### src/hdl/accel_pkg.sv
package accel_pkg;

  // ==========================================================================
  // sizes
  // ==========================================================================
  localparam int dim       = 4;   // matrix edge and lane count.
  localparam int elem_w    = 8;   // signed int8 operands.
  localparam int acc_w     = 18;  // four int8 products fit without overflow.
  localparam int res_w     = 16;  // one activated result element.
  localparam int ram_depth = 4;   // words per memory.

  // clamp limits for the int8 output range.
  localparam int clamp_max = 127;
  localparam int clamp_min = -128;

  // ==========================================================================
  // types
  // ==========================================================================
  typedef logic [1:0] idx_t;                       // row or column number.

  // element k in bits 8k+7 down to 8k.
  typedef logic [dim*elem_w-1:0] row_t;

  typedef logic signed [acc_w-1:0] acc_t;          // lane dot product.

  typedef logic [res_w-1:0] res_t;

  // element j in bits 16j+15 down to 16j.
  typedef logic [dim*res_w-1:0] out_word_t;

  typedef enum logic [1:0] {
    act_none  = 2'd0,  // low 16 bits of the sum.
    act_relu  = 2'd1,  // negative sums go to zero.
    act_clamp = 2'd2   // saturate to int8.
  } act_mode_t;

endpackage
### src/hdl/op_if.sv
// operand broadcast from the feeder to the dot-product lanes.
// one beat per cycle, never stalled.
interface op_if;

  logic            op_valid;     // beat present this cycle.
  logic            op_load_col;  // b column beat, else a row beat.
  accel_pkg::idx_t op_index;     // column or row number.
  accel_pkg::row_t op_data;      // four packed int8 elements.

  modport src (
    output op_valid,
    output op_load_col,
    output op_index,
    output op_data
  );

  modport dst (
    input op_valid,
    input op_load_col,
    input op_index,
    input op_data
  );

endinterface

### src/hdl/operand_feeder.sv
module operand_feeder (
  input  logic            clk,
  input  logic            rst_n,
  input  logic            start_req,
  input  logic            frame_done,
  input  accel_pkg::row_t a_rdata,
  input  accel_pkg::row_t b_rdata,
  output logic            start_ack,
  output accel_pkg::idx_t a_raddr,
  output accel_pkg::idx_t b_raddr,
  op_if.src               op
);

  typedef enum logic [2:0] {
    st_idle,  // waiting for start_req.
    st_col,   // reading b columns.
    st_row,   // reading a rows.
    st_wait,  // rows in flight through lanes and writer.
    st_ack    // ack high until start_req falls.
  } state_t;

  state_t          state;
  accel_pkg::idx_t rd_cnt;
  logic            last_addr;

  // read stage mirror, lines up with the ram output.
  logic            rd_valid_q;
  logic            rd_col_q;
  accel_pkg::idx_t rd_idx_q;

  assign last_addr = (rd_cnt == accel_pkg::idx_t'(accel_pkg::dim - 1));

  // both memories share the sequence counter.
  assign a_raddr = rd_cnt;
  assign b_raddr = rd_cnt;

  // ==========================================================================
  // sequencer and start handshake
  // ==========================================================================
  always_ff @(posedge clk or negedge rst_n) begin
    if (!rst_n) begin
      state     <= st_idle;
      rd_cnt    <= '0;
      start_ack <= 1'b0;
    end else begin
      case (state)
        st_idle: begin
          if (start_req) begin
            state  <= st_col;
            rd_cnt <= '0;
          end
        end
        st_col: begin
          rd_cnt <= rd_cnt + 1'b1;  // wraps to 0 for the row phase.
          if (last_addr) begin
            state <= st_row;
          end
        end
        st_row: begin
          rd_cnt <= rd_cnt + 1'b1;
          if (last_addr) begin
            state <= st_wait;
          end
        end
        st_wait: begin
          if (frame_done) begin
            state     <= st_ack;
            start_ack <= 1'b1;
          end
        end
        st_ack: begin
          if (!start_req) begin  // four-phase return to zero.
            state     <= st_idle;
            start_ack <= 1'b0;
          end
        end
        default: begin
          state <= st_idle;
        end
      endcase
    end
  end

  // ==========================================================================
  // operand beat, one cycle behind the read
  // ==========================================================================
  always_ff @(posedge clk or negedge rst_n) begin
    if (!rst_n) begin
      rd_valid_q <= 1'b0;
      rd_col_q   <= 1'b0;
    end else begin
      rd_valid_q <= (state == st_col) || (state == st_row);
      rd_col_q   <= (state == st_col);
    end
  end

  always_ff @(posedge clk) begin
    rd_idx_q <= rd_cnt;  // index delayed to match ram latency.
  end

  assign op.op_valid    = rd_valid_q;
  assign op.op_load_col = rd_col_q;
  assign op.op_index    = rd_idx_q;
  assign op.op_data     = rd_col_q ? b_rdata : a_rdata;

endmodule

### src/flat_wrapper.sv
// flat-port wrapper written by rule: the top's interface ports become plain ports
module operand_feeder_flat 
  (clk, rst_n, start_req, frame_done, a_rdata, b_rdata, start_ack, a_raddr, b_raddr, op_op_valid, op_op_load_col, op_op_index, op_op_data);
  op_if op_i ();
  input  logic clk;
  input  logic rst_n;
  input  logic start_req;
  input  logic frame_done;
  input  accel_pkg::row_t a_rdata;
  input  accel_pkg::row_t b_rdata;
  output logic start_ack;
  output accel_pkg::idx_t a_raddr;
  output accel_pkg::idx_t b_raddr;
  output wire logic [$bits(op_i.op_valid)-1:0] op_op_valid;
  output wire logic [$bits(op_i.op_load_col)-1:0] op_op_load_col;
  output wire logic [$bits(op_i.op_index)-1:0] op_op_index;
  output wire logic [$bits(op_i.op_data)-1:0] op_op_data;
  assign op_op_valid = op_i.op_valid;
  assign op_op_load_col = op_i.op_load_col;
  assign op_op_index = op_i.op_index;
  assign op_op_data = op_i.op_data;
  operand_feeder u_core (.clk(clk), .rst_n(rst_n), .start_req(start_req), .frame_done(frame_done), .a_rdata(a_rdata), .b_rdata(b_rdata), .start_ack(start_ack), .a_raddr(a_raddr), .b_raddr(b_raddr), .op(op_i));
endmodule
### config.mk
export PLATFORM = sky130hd
export DESIGN_NAME = operand_feeder_flat
export DESIGN_NICKNAME = d
export VERILOG_FILES = /design/src/hdl/accel_pkg.sv /design/src/hdl/op_if.sv /design/src/hdl/operand_feeder.sv /design/src/flat_wrapper.sv
export SDC_FILE = /design/constraint.sdc
export NUM_CORES = 1
export LEC_CHECK = 0
export BUFFER_PORTS_ARGS = -buffer_cell sky130_fd_sc_hd__buf_2
export CAP_MARGIN = 20
export CORE_ASPECT_RATIO = 1.1
export CORE_MARGIN = 2
export CORE_UTILIZATION = 25
export DETAILED_ROUTE_END_ITERATION = 10
export PLACE_DENSITY = 0.72
export SETUP_SLACK_MARGIN = 0.1
export SLEW_MARGIN = 20
export SYNTH_ARGS = -nofsm -noshare
export SYNTH_HDL_FRONTEND = slang
export SYNTH_SLANG_ARGS = --single-unit
export TNS_END_PERCENT = 5
### constraint.sdc
create_clock -name clk -period 1.83 [get_ports clk]
set_clock_uncertainty 0.2 [all_clocks]
set_input_delay 0.183 -clock clk [delete_from_list [all_inputs] [get_ports clk]]
set_output_delay 0.183 -clock clk [all_outputs]
set_load 0.005 [all_outputs]
# After elaboration in Yosys (flattened, before gate mapping)
# Cells that the tools add are included.
[classes]
add_sub_neg = 1
eq_ne = 10
n_mux = 12
n_reduce_logical = 8
[ops]
columns = ["cell", "count"]
rows = [
  ["two-way mux 32 bit", 1],
  ["two-way mux 3 bit", 5],
  ["one-hot mux 3 bit (5 select lines)", 1],
  ["equality test 3 x 2 -> 1 bit, second input constant", 2],
  ["inequality test 2 bit, second input constant", 3],
  ["AND reduction 5 bit", 1],
  ["inequality test 2 x 1 -> 1 bit, second input constant", 2],
  ["one-hot mux 2 bit (2 select lines)", 1],
  ["nonzero test 2 bit", 2],
  ["equality test 3 x 1 -> 1 bit, second input constant", 1],
  ["equality test 3 bit, second input constant", 1],
  ["zero test 3 bit", 1],
  ["AND reduction 3 bit", 1],
  ["adder 2 x 1 -> 2 bit, second input constant", 1],
  ["equality test 2 bit, second input constant", 1],
  ["two-way mux 1 bit", 2],
  ["two-way mux 2 bit", 1],
  ["one-hot mux 1 bit (2 select lines)", 1],
  ["AND reduction 2 bit", 1],
  ["OR reduction 2 bit", 1],
  ["logical OR 1 bit", 1],
]
[totals]
ff_bits = 10
input_bits = 68
output_inout_bits = 41
elab_cells = 37

# Depth between registers and ports, before layout
# Gate-level depths: netlist of the first run.
[logic_depth]
ltp_word = 4
depth_mapped = 4
depth_no_buf = 4

# Least setup slack after synthesis of the first run
# OpenSTA, ideal clock, no wires.
[synth_path]
path_kind = "register to output"
startpoint = "reg u_core.rd_col_q (netlist: u_core.op.op_load_col)"
endpoint = "out op_op_data[0]"
arrival_time_ps = 997
required_ps = 1447
path_slack_ps = 450
stages_incl_launch_ff = 4
n_path_buf = 2
path_cell_list = "dfrtp_1 buf_2 buf_4 mux2_1"
[synth_between]
elab_chain_cells = 1
[synth_rtl]
columns = ["element", "line_no", "source"]
rows = [
  ["start, declared", "operand_feeder.sv:28", "logic rd_col_q;"],
  ["start signal, assigned", "operand_feeder.sv:93", "rd_col_q <= (state == st_col);"],
  ["two-way mux 32 bit", "operand_feeder.sv:104", "assign op.op_data = rd_col_q ? b_rdata : a_rdata;"],
  ["end, declared", "flat_wrapper.sv:17", "output wire logic [$bits(op_i.op_data)-1:0] op_op_data;"],
]
# No other way between the ends.

# Worst setup path after layout of the first run
[layout_path]
startpoint = "reg u_core.rd_col_q (netlist: u_core.op.op_load_col)"
endpoint = "out op_op_data[20]"
# The elaborated chain is that of the path after synthesis.

==> summary by stage, run 1 <==
STA
The final setup violation count is 0. The final critical-path share of the clock period is 0.9575. The actual transition at the worst max-transition pin is 0.4012 ns. The final-report max-slew violation count came to 0. The aggregate negative setup slack is 0 ns. Once routing completed, OpenROAD measured the worst setup slack at 0.07785 ns. Based on the critical path, the design can be clocked at up to 570.7 MHz. The post-layout minimum cycle time is 1.752 ns. The headroom to the max-slew limit is 0.7325. Setup repair after global routing could not meet its margin everywhere. The hold violation total from the final report is 0.

Global routing
The initial antenna violation count came to 0. The overall track demand over capacity in global routing is 0.1337. The number of global-route vias before repair is 862.

The first-pass GRT wire length is 3.836 mm. The remaining global-route overflow is 0. The pin count of the biggest net entering global routing is 34.

Worst setup path
The startpoint identified for the worst register-to-register timing path is u_core.state[1]. In this run the register-to-register setup slack is 0.40 ns. In this run the critical register-to-register path is captured at u_core.a_raddr[0]. The path depth of the worst reg2reg path is 3. The endpoint class of the critical path is an output port. The arrival time at the worst endpoint is 1.37 ns. In this run the worst setup path terminates at op_op_data[20]. The beginning of the critical path is u_core.op.op_load_col. The worst setup path category is register to output port. The critical path startpoint category is a register. The required time reported for the critical path endpoint is 1.45 ns. The maximum fanout along the worst path is 8.

Clocking
The clock passes through at most 2 buffers. The clock latency reported for the late side of the worst-skew pair is 0.26 ns. In this run the number of H-tree levels came out at 1. The tree built by TritonCTS fans out to 10 sinks.

The post-CTS clock slew at the launch and capture registers of the worst setup and hold paths is 0.06 ns. TritonCTS built the clock tree. Clock tree synthesis inserted a total of 3 buffers. The CTS root buffer is sky130_fd_sc_hd__clkbuf_4. Post-CTS timing repair inserted 0 buffers for setup.

Detailed routing
Summed over all layers, the routed wires come to 3.316 mm. The final routed wire length divided by cell count is 15.28 um. The iteration count of the initial detailed-routing pass is 7. In the routed design, unresolved DRC markers number 11. In the routed layout, each cell is associated on average with a via count of 4.811. The via total after detailed routing is 1044. In this run, the number of DRC markers left after iteration 0 of detailed routing was 43. The remaining number of nets flagged by the antenna check after routing is 0.

Placement
Routability-driven placement finished with a final weighted congestion of 0.7730. The placed cell count is 208. In this run the tool buffered the top-level ports with 108 buffer cells.

The area after detailed placement is 1360 um^2. Once detailed placement completed, the half-perimeter wirelength came to 2.370 mm. The post-placement setup slack is 0.3894 ns.

Run status
The checks that failed: DRC. The flow ran to the end, but the final reports show violations.

Cells and area
The library cell used most frequently in the layout, excluding fill and tap cells, is sky130_fd_sc_hd__buf_2. The relative area change from synthesis to final layout is 87.23%. The share of cells above drive strength 1 is 0.7705.

The library cells used most frequently in the layout, excluding fill and tap cells, are sky130_fd_sc_hd__buf_2, sky130_fd_sc_hd__mux2_4, sky130_fd_sc_hd__mux2_1. Once layout is done, the placed cells without fillers occupy 1541 um^2. The post-layout net count is 253. The final cell count without fillers is 217. 0 antenna diodes ended up in the layout.

Die
After floorplanning, the core was sized to cover 3100 um^2. The placement row count is 21. The initial utilization of the core area, before any placement, comes to 0.2655.

Measured along the x axis, the die boundary spans 58.72 um. The number of I/O pins is 109. The full die area is 3769 um^2. In this run the vertical extent of the chip is 64.19 um.

Yosys
The synthesized design contains 10 register bits. The sequential fraction of the synthesis area is 0.2918. In this run the cell area of the synthesized design comes to 823.3 um^2. The total of warnings raised by yosys is 0. The count of flip-flops with a built-in enable after synthesis is 0. Of the post-synthesis cell area, the dominant cell type holds 0.2736. The net count of the mapped netlist is 143. Summed over all instances, the cell type with the most area after synthesis is sky130_fd_sc_hd__mux2_1. In this run the mean area of a mapped cell was 11.13 um^2.

The fraction of synthesis flops using an asynchronous set or reset pin is 0.8000. The count of different cell masters after synthesis is 27. The synthesized instance count is 74. The top flip-flop cell by instance count after synthesis is sky130_fd_sc_hd__dfrtp_1. Yosys attributes the largest share of cell area to sky130_fd_sc_hd__mux2_1, sky130_fd_sc_hd__dfrtp_1, sky130_fd_sc_hd__mux2_2.

Hold path
The hold path startpoint is frame_done. In this run the worst hold path is classified as primary input to register.

Pwr
Across the VDD grid, the largest voltage drop is 0.0004409 V. Power spread over the standard cell area amounts to 1269 nW/um^2. The static leakage power is 0.8480 nW.

Run
Max-cap violations in this run came to 0.
## Yosys cell counts (all sizes together), types with 2 or more instances
library cell,n
dfrtp,8
o31ai,2
nand2,3
buf,8
a21oi,2
mux2,33
o21ai,2
dfxtp,2
## cells by family after synthesis
kind of cell               count (synthesis)  share of synthesized area
muxes                                     33                     0.4514
AOI/OAI and AO/OA                         10                    0.08510
and+or+nand+nor                           10                    0.06535
DFF                                       10                     0.2918
buffers and inverters                      9                    0.08053
xor gates and xnor gates                   1                    0.01064
adders and majority gates                  1                    0.01520
## area by class of cell
cell class                 count  area (um^2)
multi-input combinational     55        576.8
sequential                    10        241.5
fill                         301         1559
tap                           34        42.54
timing repair buffer         114        654.4
clock buffer                   4        26.28
## critical path, stage by stage (launching register included)
cell and delay (ns):
sky130_fd_sc_hd__dfrtp_2 0.47, sky130_fd_sc_hd__clkbuf_16 0.19, sky130_fd_sc_hd__mux2_4 0.31, sky130_fd_sc_hd__buf_2 0.14
## how the worst min path moves through the flow
stage | depth (start not counted) | endpoint | slack [ns]
after CTS | 3 | u_core.state[2] | 0.03
after global placement | 1 | u_core.a_raddr[0] | -0.17
after floorplan | 0 | u_core.a_raddr[0] | -0.31
after detailed placement | 1 | u_core.a_raddr[0] | -0.16
final | 3 | u_core.state[2] | 0.04
after global routing | 3 | u_core.state[2] | 0.03
## registers in the layout (all words and copies together), names as in the netlist
register and cells:
u_core.a_raddr 2, u_core.op.op_index 2, u_core.state 3, u_core.op.op_valid 1, u_core.op.op_load_col 1, u_core.start_ack 1
## metal layers
metal / global-route usage / part of all wire / wire length [um]
met1: 0.1297 / 0.34 / 1119
met2: 0.2486 / 0.52 / 1713
met3: 0.04453 / 0.12 / 393
met4: 0.05966 / 0.027 / 90
met5: 0 / 0 / 0
## per-stage QoR
step	power [mW]	hold WS (ns)	utilization
floorplan	1.117	-0.3126	-
CTS	1.661	0.02621	0.4536
finish	1.956	0.03506	0.4972
global placement	1.476	-0.1663	0.4387
detailed placement	1.495	-0.1628	0.4387
global route	2.090	0.03166	0.4972
## report_power, final
| group | internal, mW | switching (mW) | total [mW] |
|---|---|---|---|
| Sequential | 0.316 | 0.140 | 0.455 |
| Clock | 0.0841 | 0.0713 | 0.155 |
| Combinational | 0.846 | 0.499 | 1.34 |
## what timing repair did
item | CTS | global route
hold endpoints to repair | 9 | 0
endpoints found under the setup margin | 2 | 32
hold buffers | 2 | 0
resized for setup | 0 | 19
gates cloned | 0 | 3
pin swaps | 0 | 0
No activity file was read; power rests on OpenSTA's default activity.
==> inputs of run 2 (changes only) <==
--- a/config.mk
+++ b/config.mk
@@ -5,13 +5,14 @@
 export SDC_FILE = /design/constraint.sdc
 export NUM_CORES = 1
 export LEC_CHECK = 0
+export ABC_AREA = 1
 export BUFFER_PORTS_ARGS = -buffer_cell sky130_fd_sc_hd__buf_2
 export CAP_MARGIN = 20
 export CORE_ASPECT_RATIO = 1.1
 export CORE_MARGIN = 2
 export CORE_UTILIZATION = 25
 export DETAILED_ROUTE_END_ITERATION = 10
-export PLACE_DENSITY = 0.72
+export PLACE_DENSITY = 0.71
 export SETUP_SLACK_MARGIN = 0.1
 export SLEW_MARGIN = 20
 export SYNTH_ARGS = -nofsm -noshare
==> run 2 against run 1 <==
Against the previous run: final cell count up 5.5%; highest routed layer unchanged; largest power group unchanged; wire length down 9.1%; the run still ends with DRC left; utilization down 1.9 points; area after synthesis up 0.91%; combinational power down 10%.
==> summary by stage, run 2 <==
Die
The placement row count is 21 (unchanged). The effective utilization at floorplan came to 0.2680 (+0.002421). The floorplan die width came to 58.97 um (+0.43%). The number of I/O pins is 109 (unchanged). The area of the core was 3100 um^2 (unchanged). The full die area came to 3801 um^2 (+0.86%). The height of the chip is 64.46 um (+0.43%).

Global routing
The first-pass GRT wire length is 4.043 mm (+5.4%). The number of global-route vias before repair is 956 (+11%). The initial antenna violation count is 0 (unchanged).

The pin count of the biggest net entering global routing is 18 (-47%). The remaining global-route overflow is 0 (unchanged). The overall track demand over capacity in global routing is 0.1383 (+0.004538).

Cells and area
The post-layout net count is 265 (+4.7%). The total area of multi-input combinational cells was 533.0 um^2 (-7.6%). The flip-flop count of the largest register, all copies and words added is 3 (unchanged). The library cell used most frequently in the layout, excluding fill and tap cells, is sky130_fd_sc_hd__buf_2. The final cell count without fillers is 229 (+5.5%). Leaving out fill and tap cells, the most frequent cells in the layout are sky130_fd_sc_hd__buf_2, sky130_fd_sc_hd__mux2_2, sky130_fd_sc_hd__nand2_1. The number of fill cells in the layout is 303 (+0.66%). The footprint of the flip-flops and latches is 241.5 um^2 (unchanged).

The largest register by flop count is u_core.state. Compared with the post-synthesis result, the final layout area differs by 78.61%. The design area was 1484 um^2 (-3.7%). The share of cells above drive strength 1 is 0.7897 (+0.01925). The number of diodes is 0 (unchanged).

Hold path
In this run the worst hold path is classified as primary input to register.

Pwr
The switching power of the nets was 653.6 uW (-7.9%). The share of total power consumed by net switching came to 0.3636 (+0.0007453). The static leakage power is 0.8398 nW (-0.96%). The clock share of power is 0.111 (+0.032). The cell area power density is 1211 nW/um^2 (-4.5%). The portion of total power attributed to sequential cells was 0.224 (-0.009). The peak supply drop is 0.0006817 V (+55%). The internal portion of total power is 1.144 mW (-8.2%).

The final total power came to 1.797 mW (-8.1%). The fraction of power consumed by combinational cells is 0.666 (-0.022).

Clocking
The maximum clock path buffer count is 2 (unchanged). The number of sinks on the clock net is 10 (unchanged). The deepest level of the CTS H-tree is 1 (unchanged).

The number of buffers inserted to repair setup after CTS was 0 (unchanged). TritonCTS built the clock tree. The post-CTS clock slew at the launch and capture registers of the worst setup and hold paths is 0.07 ns (about the same). The cell sitting at the root of the clock tree is a sky130_fd_sc_hd__clkbuf_4.

The number of buffers inserted during clock tree synthesis is 3 (unchanged). The clock latency reported for the late side of the worst-skew pair was 0.27 ns (about the same).

Yosys
The post-synthesis area per instance was 9.774 um^2 (-12%). The most used flip-flop cell after synthesis is sky130_fd_sc_hd__dfrtp_1. The fraction of synthesis flops using an asynchronous set or reset pin was 0.8000 (unchanged). The synthesized instance count was 85 (+15%).

sky130_fd_sc_hd__mux2_2 takes more of the synthesized area than any other cell. The sequential fraction of the synthesis area came to 0.2892 (-0.002637). Yosys attributes the largest share of cell area to sky130_fd_sc_hd__mux2_2, sky130_fd_sc_hd__dfrtp_1, sky130_fd_sc_hd__nand2_1. The count of different cell masters after synthesis is 18 (-33%). The post-synthesis instance area is 830.8 um^2 (+0.91%). The total of warnings raised by yosys is 0 (unchanged).

The count of flip-flops with a built-in enable after synthesis came to 0 (unchanged). By instance count, the leading cell after synthesis is sky130_fd_sc_hd__mux2_2. The flip-flop and latch count after synthesis is 10 (unchanged). Counting instances in the post-synthesis netlist gives the leading cell types as sky130_fd_sc_hd__mux2_2, sky130_fd_sc_hd__nand2_1, sky130_fd_sc_hd__dfrtp_1. The net count of the mapped netlist is 154 (+7.7%).

The area share of the leading cell type in the synthesized netlist came to 0.4202 (+0.1466).

STA
The final-report max-slew violation count was 0 (unchanged). The aggregate negative setup slack is 0 ns (unchanged). The final setup violation count is 0 (unchanged). The maximum clock frequency is 578.4 MHz (+1.4%). The headroom to the max-slew limit is 0.8502 (+0.1177). The post-route worst setup slack is 0.1012 ns (+0.02339 ns). The final critical-path share of the clock period is 0.9447 (-0.01278). The actual transition at the worst max-transition pin is 0.2247 ns (-0.1766 ns). Setup repair after global routing could not meet its margin everywhere. The hold violation total from the final report is 0 (unchanged).

The post-layout minimum cycle time is 1.729 ns (-0.02339 ns).

Run
The number of violations of the max-capacitance limit is 0 (unchanged).

Detailed routing
The via total after detailed routing is 1047 (+0.29%). The total wire length after detailed routing is 3.015 mm (-9.1%). The initial DRC count came to 43 (unchanged).

The iteration count of the initial detailed-routing pass is 7 (unchanged). The detailed-route vias per instance came to 4.572 (-5.0%). The post-detailed-route DRC marker count came to 11 (unchanged). The remaining number of nets flagged by the antenna check after routing is 0 (unchanged). The final routed wire length divided by cell count is 13.17 um (-14%).

Worst setup path
The required time reported for the critical path endpoint is 1.45 ns (about the same). The arrival time at the worst endpoint is 1.35 ns (-0.02 ns). The worst setup path category is register to output port. The maximum fanout along the worst path is 8 (unchanged).

The endpoint class of the critical path is an output port. The critical path startpoint category is a register.

Placement
The count of input and output buffers is 108 (unchanged). The half-perimeter wire length of the detailed placement result came to 2.567 mm (+8.3%). The placed cell count is 223 (+7.2%). The routability-driven placement congestion ratio is 0.7864 (+1.7%). The area after detailed placement is 1386 um^2 (+1.9%). The post-placement setup slack is 0.3521 ns (-0.03735 ns).

Run status
The run finished, with violations left. The final reports fail on DRC.
[run 2: power by group through the flow]
stage                     clock network (mW)  registers [mW]  logic, mW
after floorplan                            0           0.387      0.712
after global placement                     0           0.385       1.09
after detailed placement                   0           0.390       1.10
after global routing                   0.215           0.419       1.29
final                                  0.199           0.402       1.20
after CTS                              0.201           0.386       1.12
[run 2: final cells by class]
cell class	instances	area share
repair buffers	112	0.4148
multi-input cells	65	0.3592
flip-flops and latches	10	0.1627
well taps	34	0.02867
clock buffers	4	0.02445
inverters	4	0.01012
[run 2: critical path, cell delays in order, from the launching register on]
cell and delay (ns):
sky130_fd_sc_hd__dfrtp_2 0.44, sky130_fd_sc_hd__clkbuf_16 0.18, sky130_fd_sc_hd__mux2_2 0.33, sky130_fd_sc_hd__buf_2 0.13
[run 2: kinds of logic after synthesis]
kind of cell | count (synthesis) | synth area share
AOI/OAI and AO/OA | 2 | 0.01807
muxes | 33 | 0.4473
buffers and inverters | 10 | 0.06927
DFF | 10 | 0.2892
and+or+nand+nor | 29 | 0.1611
adders and majority gates | 1 | 0.01506
[run 2: layer usage]
| layer | share of wire | routed length, um | global-route usage | vias to the layer above |
|---|---|---|---|---|
| li1 | - | - | - | 514 |
| met1 | 0.34 | 1037 | 0.1385 | 472 |
| met2 | 0.53 | 1593 | 0.2694 | 57 |
| met3 | 0.12 | 364 | 0.03393 | 4 |
| met4 | 0.0063 | 19 | 0.04261 | 0 |
| met5 | 0 | 0 | 0 | - |
[run 2: metrics by stage]
stage	util	hold WS [ns]
floorplan	-	-0.3126
global placement	0.4471	-0.1603
detailed placement	0.4471	-0.1617
CTS	0.4633	0.03617
global route	0.4786	0.05578
finish	0.4786	0.03432
[run 2: path summary, 6_finish.rpt]
check | start | end | slack (ns) | depth (start not counted)
setup / recovery | u_core.op.op_load_col | op_op_data[17] | 0.10 | 3
hold / removal | start_req | u_core.state[2] | 0.03 | 3
setup reg to reg | u_core.state[2] | u_core.state[1] | 0.48 | 7
hold reg to reg | u_core.a_raddr[1] | u_core.op.op_index[1] | 0.24 | 0
max in group asynchronous | rst_n | u_core.op.op_load_col | 1.17 | 2
min in group asynchronous | rst_n | u_core.start_ack | 0.08 | 2
[run 2: repair_timing]
item / CTS / global route
hold endpoints to repair: 8 / 0
resized for setup: 1 / 6
gates cloned: 0 / 1
hold buffers: 1 / 0
endpoints found under the setup margin: 16 / 20
==> inputs of run 3 (changes only) <==
--- a/config.mk
+++ b/config.mk
@@ -12,7 +12,7 @@
 export CORE_MARGIN = 2
 export CORE_UTILIZATION = 25
 export DETAILED_ROUTE_END_ITERATION = 10
-export PLACE_DENSITY = 0.71
+export PLACE_DENSITY = 0.74
 export SETUP_SLACK_MARGIN = 0.1
 export SLEW_MARGIN = 20
 export SYNTH_ARGS = -nofsm -noshare
==> constraint.sdc (replaced) <==
create_clock -name clk -period 1.4 [get_ports clk]
set_clock_uncertainty 0.2 [all_clocks]
set_input_delay 0.14 -clock clk [delete_from_list [all_inputs] [get_ports clk]]
set_output_delay 0.14 -clock clk [all_outputs]
set_load 0.005 [all_outputs]
==> run 3 against run 2 <==
Against the previous run: the run ends with DRC, setup timing left; sequential cell count stayed put; highest routed layer unchanged; critical path depth stayed put; critical path type unchanged; die area stayed put; first-iteration DRC count is 4.7% lower; cell area is 9.7% higher; sequential share of layout area is 1.2 points lower; setup slack worse by 0.38 ns; sequential power is 36% higher; final cell count is 0.87% higher; via count hardly changed.
==> summary by stage, run 3 (synthesis results as in run 2) <==
Worst setup path
The buffering stage count on the worst path with inverters included is 2 (unchanged). The count of cell instances traversed by the critical path is 3 (unchanged). The critical path ends at op_op_data[27]. The library cell contributing the largest single delay on the critical path is sky130_fd_sc_hd__dfrtp_2.

The required time reported for the critical path endpoint is 1.06 ns (-0.39 ns). The maximum fanout along the worst path was 15 (+7). The path depth of the worst reg2reg path is 8 (+1). The end of the worst register-to-register path is u_core.state[1]. The signal on the critical path passes through clkbuf_16, mux2_1, buf_2. The critical path starts at u_core.op.op_load_col.

The register-to-register path setup slack came to 0.07 ns (-0.41 ns). The arrival time at the worst endpoint is 1.34 ns (about the same). The worst setup path category is register to output port. The family with the most delay on the worst path is flip-flops. The critical path startpoint category is a register.

The startpoint of the lowest-slack register-to-register path is u_core.state[0]. The endpoint class of the critical path is an output port. The maximum cell stage delay along the critical path is 0.44 ns (about the same).

Placement
The routability-driven placement congestion ratio was 0.7796 (-0.86%). The count of input and output buffers was 108 (unchanged). The half-perimeter wire length of the detailed placement result is 2.595 mm (+1.1%). The post-placement setup slack came to -0.01865 ns (-0.3707 ns).

Die
The full die area came to 3801 um^2 (unchanged). The number of I/O pins is 109 (unchanged). The area of the core is 3100 um^2 (unchanged). The floorplan die width is 58.97 um (unchanged). The placement row count was 21 (unchanged). The height of the chip was 64.46 um (unchanged). The effective utilization at floorplan was 0.2680 (unchanged).

Pwr
The cell area power density was 1617 nW/um^2 (+33%). The peak supply drop came to 0.0008480 V (+24%). The final total power came to 2.632 mW (+46%). The static leakage power is 0.9143 nW (+8.9%).

Detailed routing
The total wire length after detailed routing is 3.351 mm (+11%). The final routed wire length divided by cell count is 14.51 um (+10%). The initial DRC count was 41 (-4.7%).

The iteration count of the initial detailed-routing pass is 7 (unchanged). The post-detailed-route DRC marker count is 11 (unchanged). The detailed-route vias per instance came to 4.528 (-0.96%). The remaining number of nets flagged by the antenna check after routing is 0 (unchanged). The via total after detailed routing was 1046 (-0.096%).

STA
The final setup violation count came to 32 (+32). Based on the critical path, the design can be clocked at up to 595.4 MHz. The final-report max-slew violation count came to 0 (unchanged).

Subtracting the final worst setup slack from the clock period gives 1.680 ns. The worst hold margin is 0.04603 ns (+0.01171 ns). Of the available clock period, the critical path in the final layout requires 1.200.

The hold violation total from the final report is 0 (unchanged). The headroom to the max-slew limit came to 0.8795 (+0.02931). The post-route worst setup slack is -0.2795 ns (-0.3808 ns). Setup repair after global routing could not meet its margin everywhere. The actual transition at the worst max-transition pin came to 0.1807 ns (-0.04396 ns).

Run status
The final reports fail on DRC, setup timing. The flow ran to the end, but the final reports show violations.

Clocking
The clock latency reported for the late side of the worst-skew pair came to 0.26 ns (about the same). The maximum clock path buffer count is 2 (unchanged). The number of buffers inserted to repair setup after CTS is 0 (unchanged). The number of buffers inserted during clock tree synthesis is 3 (unchanged). The CTS root buffer is sky130_fd_sc_hd__clkbuf_4. The post-CTS clock slew at the launch and capture registers of the worst setup and hold paths came to 0.06 ns (about the same). The CTS tree is built. The deepest level of the CTS H-tree is 1 (unchanged). The number of sinks on the clock net is 10 (unchanged).

Cells and area
The number of diodes was 0 (unchanged). The flip-flop count of the largest register, all copies and words added is 3 (unchanged). The post-layout net count is 267 (+0.75%).

The largest register by flop count is u_core.state. The relative area change from synthesis to final layout is 95.93%. The top cell types in the final layout, fill and taps aside, are sky130_fd_sc_hd__buf_2, sky130_fd_sc_hd__mux2_2, sky130_fd_sc_hd__nand2_1. The most common cell after layout, fill and taps aside is sky130_fd_sc_hd__buf_2. The share of cells above drive strength 1 is 0.8223 (+0.03259).

The post-layout utilization of the core is 0.5250 (+0.04641).

Global routing
The first-pass GRT wire length is 4.422 mm (+9.4%). The initial antenna violation count is 0 (unchanged). The remaining global-route overflow is 0 (unchanged). The pin count of the biggest net entering global routing is 32 (+14). The overall track demand over capacity in global routing is 0.1510 (+0.01277). The number of global-route vias before repair is 1008 (+5.4%).

Hold path
In this run the worst hold path is classified as primary input to asynchronous set/reset pin.

Run
The number of violations of the max-capacitance limit was 0 (unchanged).
run 3: changes by cell type in the layout (fill, tap and decap cells not counted), moves of 2 or more:
cell,previous run,this run
sky130_fd_sc_hd__dfrtp_1,7,4
sky130_fd_sc_hd__buf_6,0,11
sky130_fd_sc_hd__buf_4,0,2
sky130_fd_sc_hd__nand3_1,3,1
sky130_fd_sc_hd__dfrtp_2,1,4
sky130_fd_sc_hd__nor2_4,0,2
sky130_fd_sc_hd__mux2_4,0,11
sky130_fd_sc_hd__nand3_2,0,2
sky130_fd_sc_hd__buf_2,108,97
sky130_fd_sc_hd__mux2_2,31,20
run 3: worst min path at each step:
stage               start  depth (start not counted)                 to  slack (ns)
floorplan           rst_n                          0  u_core.a_raddr[0]       -0.36
global placement    rst_n                          1    u_core.state[2]       -0.21
detailed placement  rst_n                          1   u_core.start_ack       -0.21
CTS                 rst_n                          2   u_core.start_ack        0.05
global route        rst_n                          2  u_core.a_raddr[1]        0.07
finish              rst_n                          2    u_core.state[2]        0.05
run 3: timing repair:
action                                  in CTS  in global routing
gates cloned                                 0                  1
endpoints found under the setup margin      38                 39
pin swaps                                    8                  2
resized for setup                            9                 23
hold buffers                                 2                  0
hold endpoints to repair                     9                  0
run 3: layer usage:
| layer | global-route usage | vias up | share of wire |
|---|---|---|---|
| li1 | - | 521 | - |
| met4 | 0.05682 | 0 | 0.0069 |
| met3 | 0.02794 | 2 | 0.11 |
| met2 | 0.2625 | 55 | 0.52 |
| met5 | 0 | - | 0 |
| met1 | 0.1806 | 468 | 0.37 |
run 3: through the flow:
step | area (um^2) | setup TNS [ns] | std cells
final | 1628 | -8.079 | 231
after global routing | 1628 | -9.355 | 231
after CTS | 1491 | -9.081 | 230
after detailed placement | 1406 | -0.1196 | 224
after global placement | 1406 | -0.02241 | 224
after floorplan | 850.8 | 0 | 85
run 3: worst register-to-register path: stages (launching register included):
cell and delay, ns:
sky130_fd_sc_hd__dfrtp_2 0.47, sky130_fd_sc_hd__nand2_2 0.11, sky130_fd_sc_hd__nor2_2 0.04, sky130_fd_sc_hd__nand2_1 0.07, sky130_fd_sc_hd__nand2_1 0.06, sky130_fd_sc_hd__inv_2 0.09
sky130_fd_sc_hd__nand3_2 0.07, sky130_fd_sc_hd__nand2_1 0.05, sky130_fd_sc_hd__nand2_1 0.05
run 3: cell type report:
class                   instances  area, um^2
clock buffers                   4       36.28
inverters                       4       15.01
well taps                      34       42.54
flip-flops and latches         10       245.2
multi-input cells              65       599.3
repair buffers                114       689.4
fillers                       299        1473
run 3: power by group:
part           leakage [nW]  internal [mW]  switching [mW]
registers             0.114          0.417           0.130
clock network        0.0210          0.158          0.0957
logic                 0.779           1.10           0.731
total                 0.914           1.68           0.956
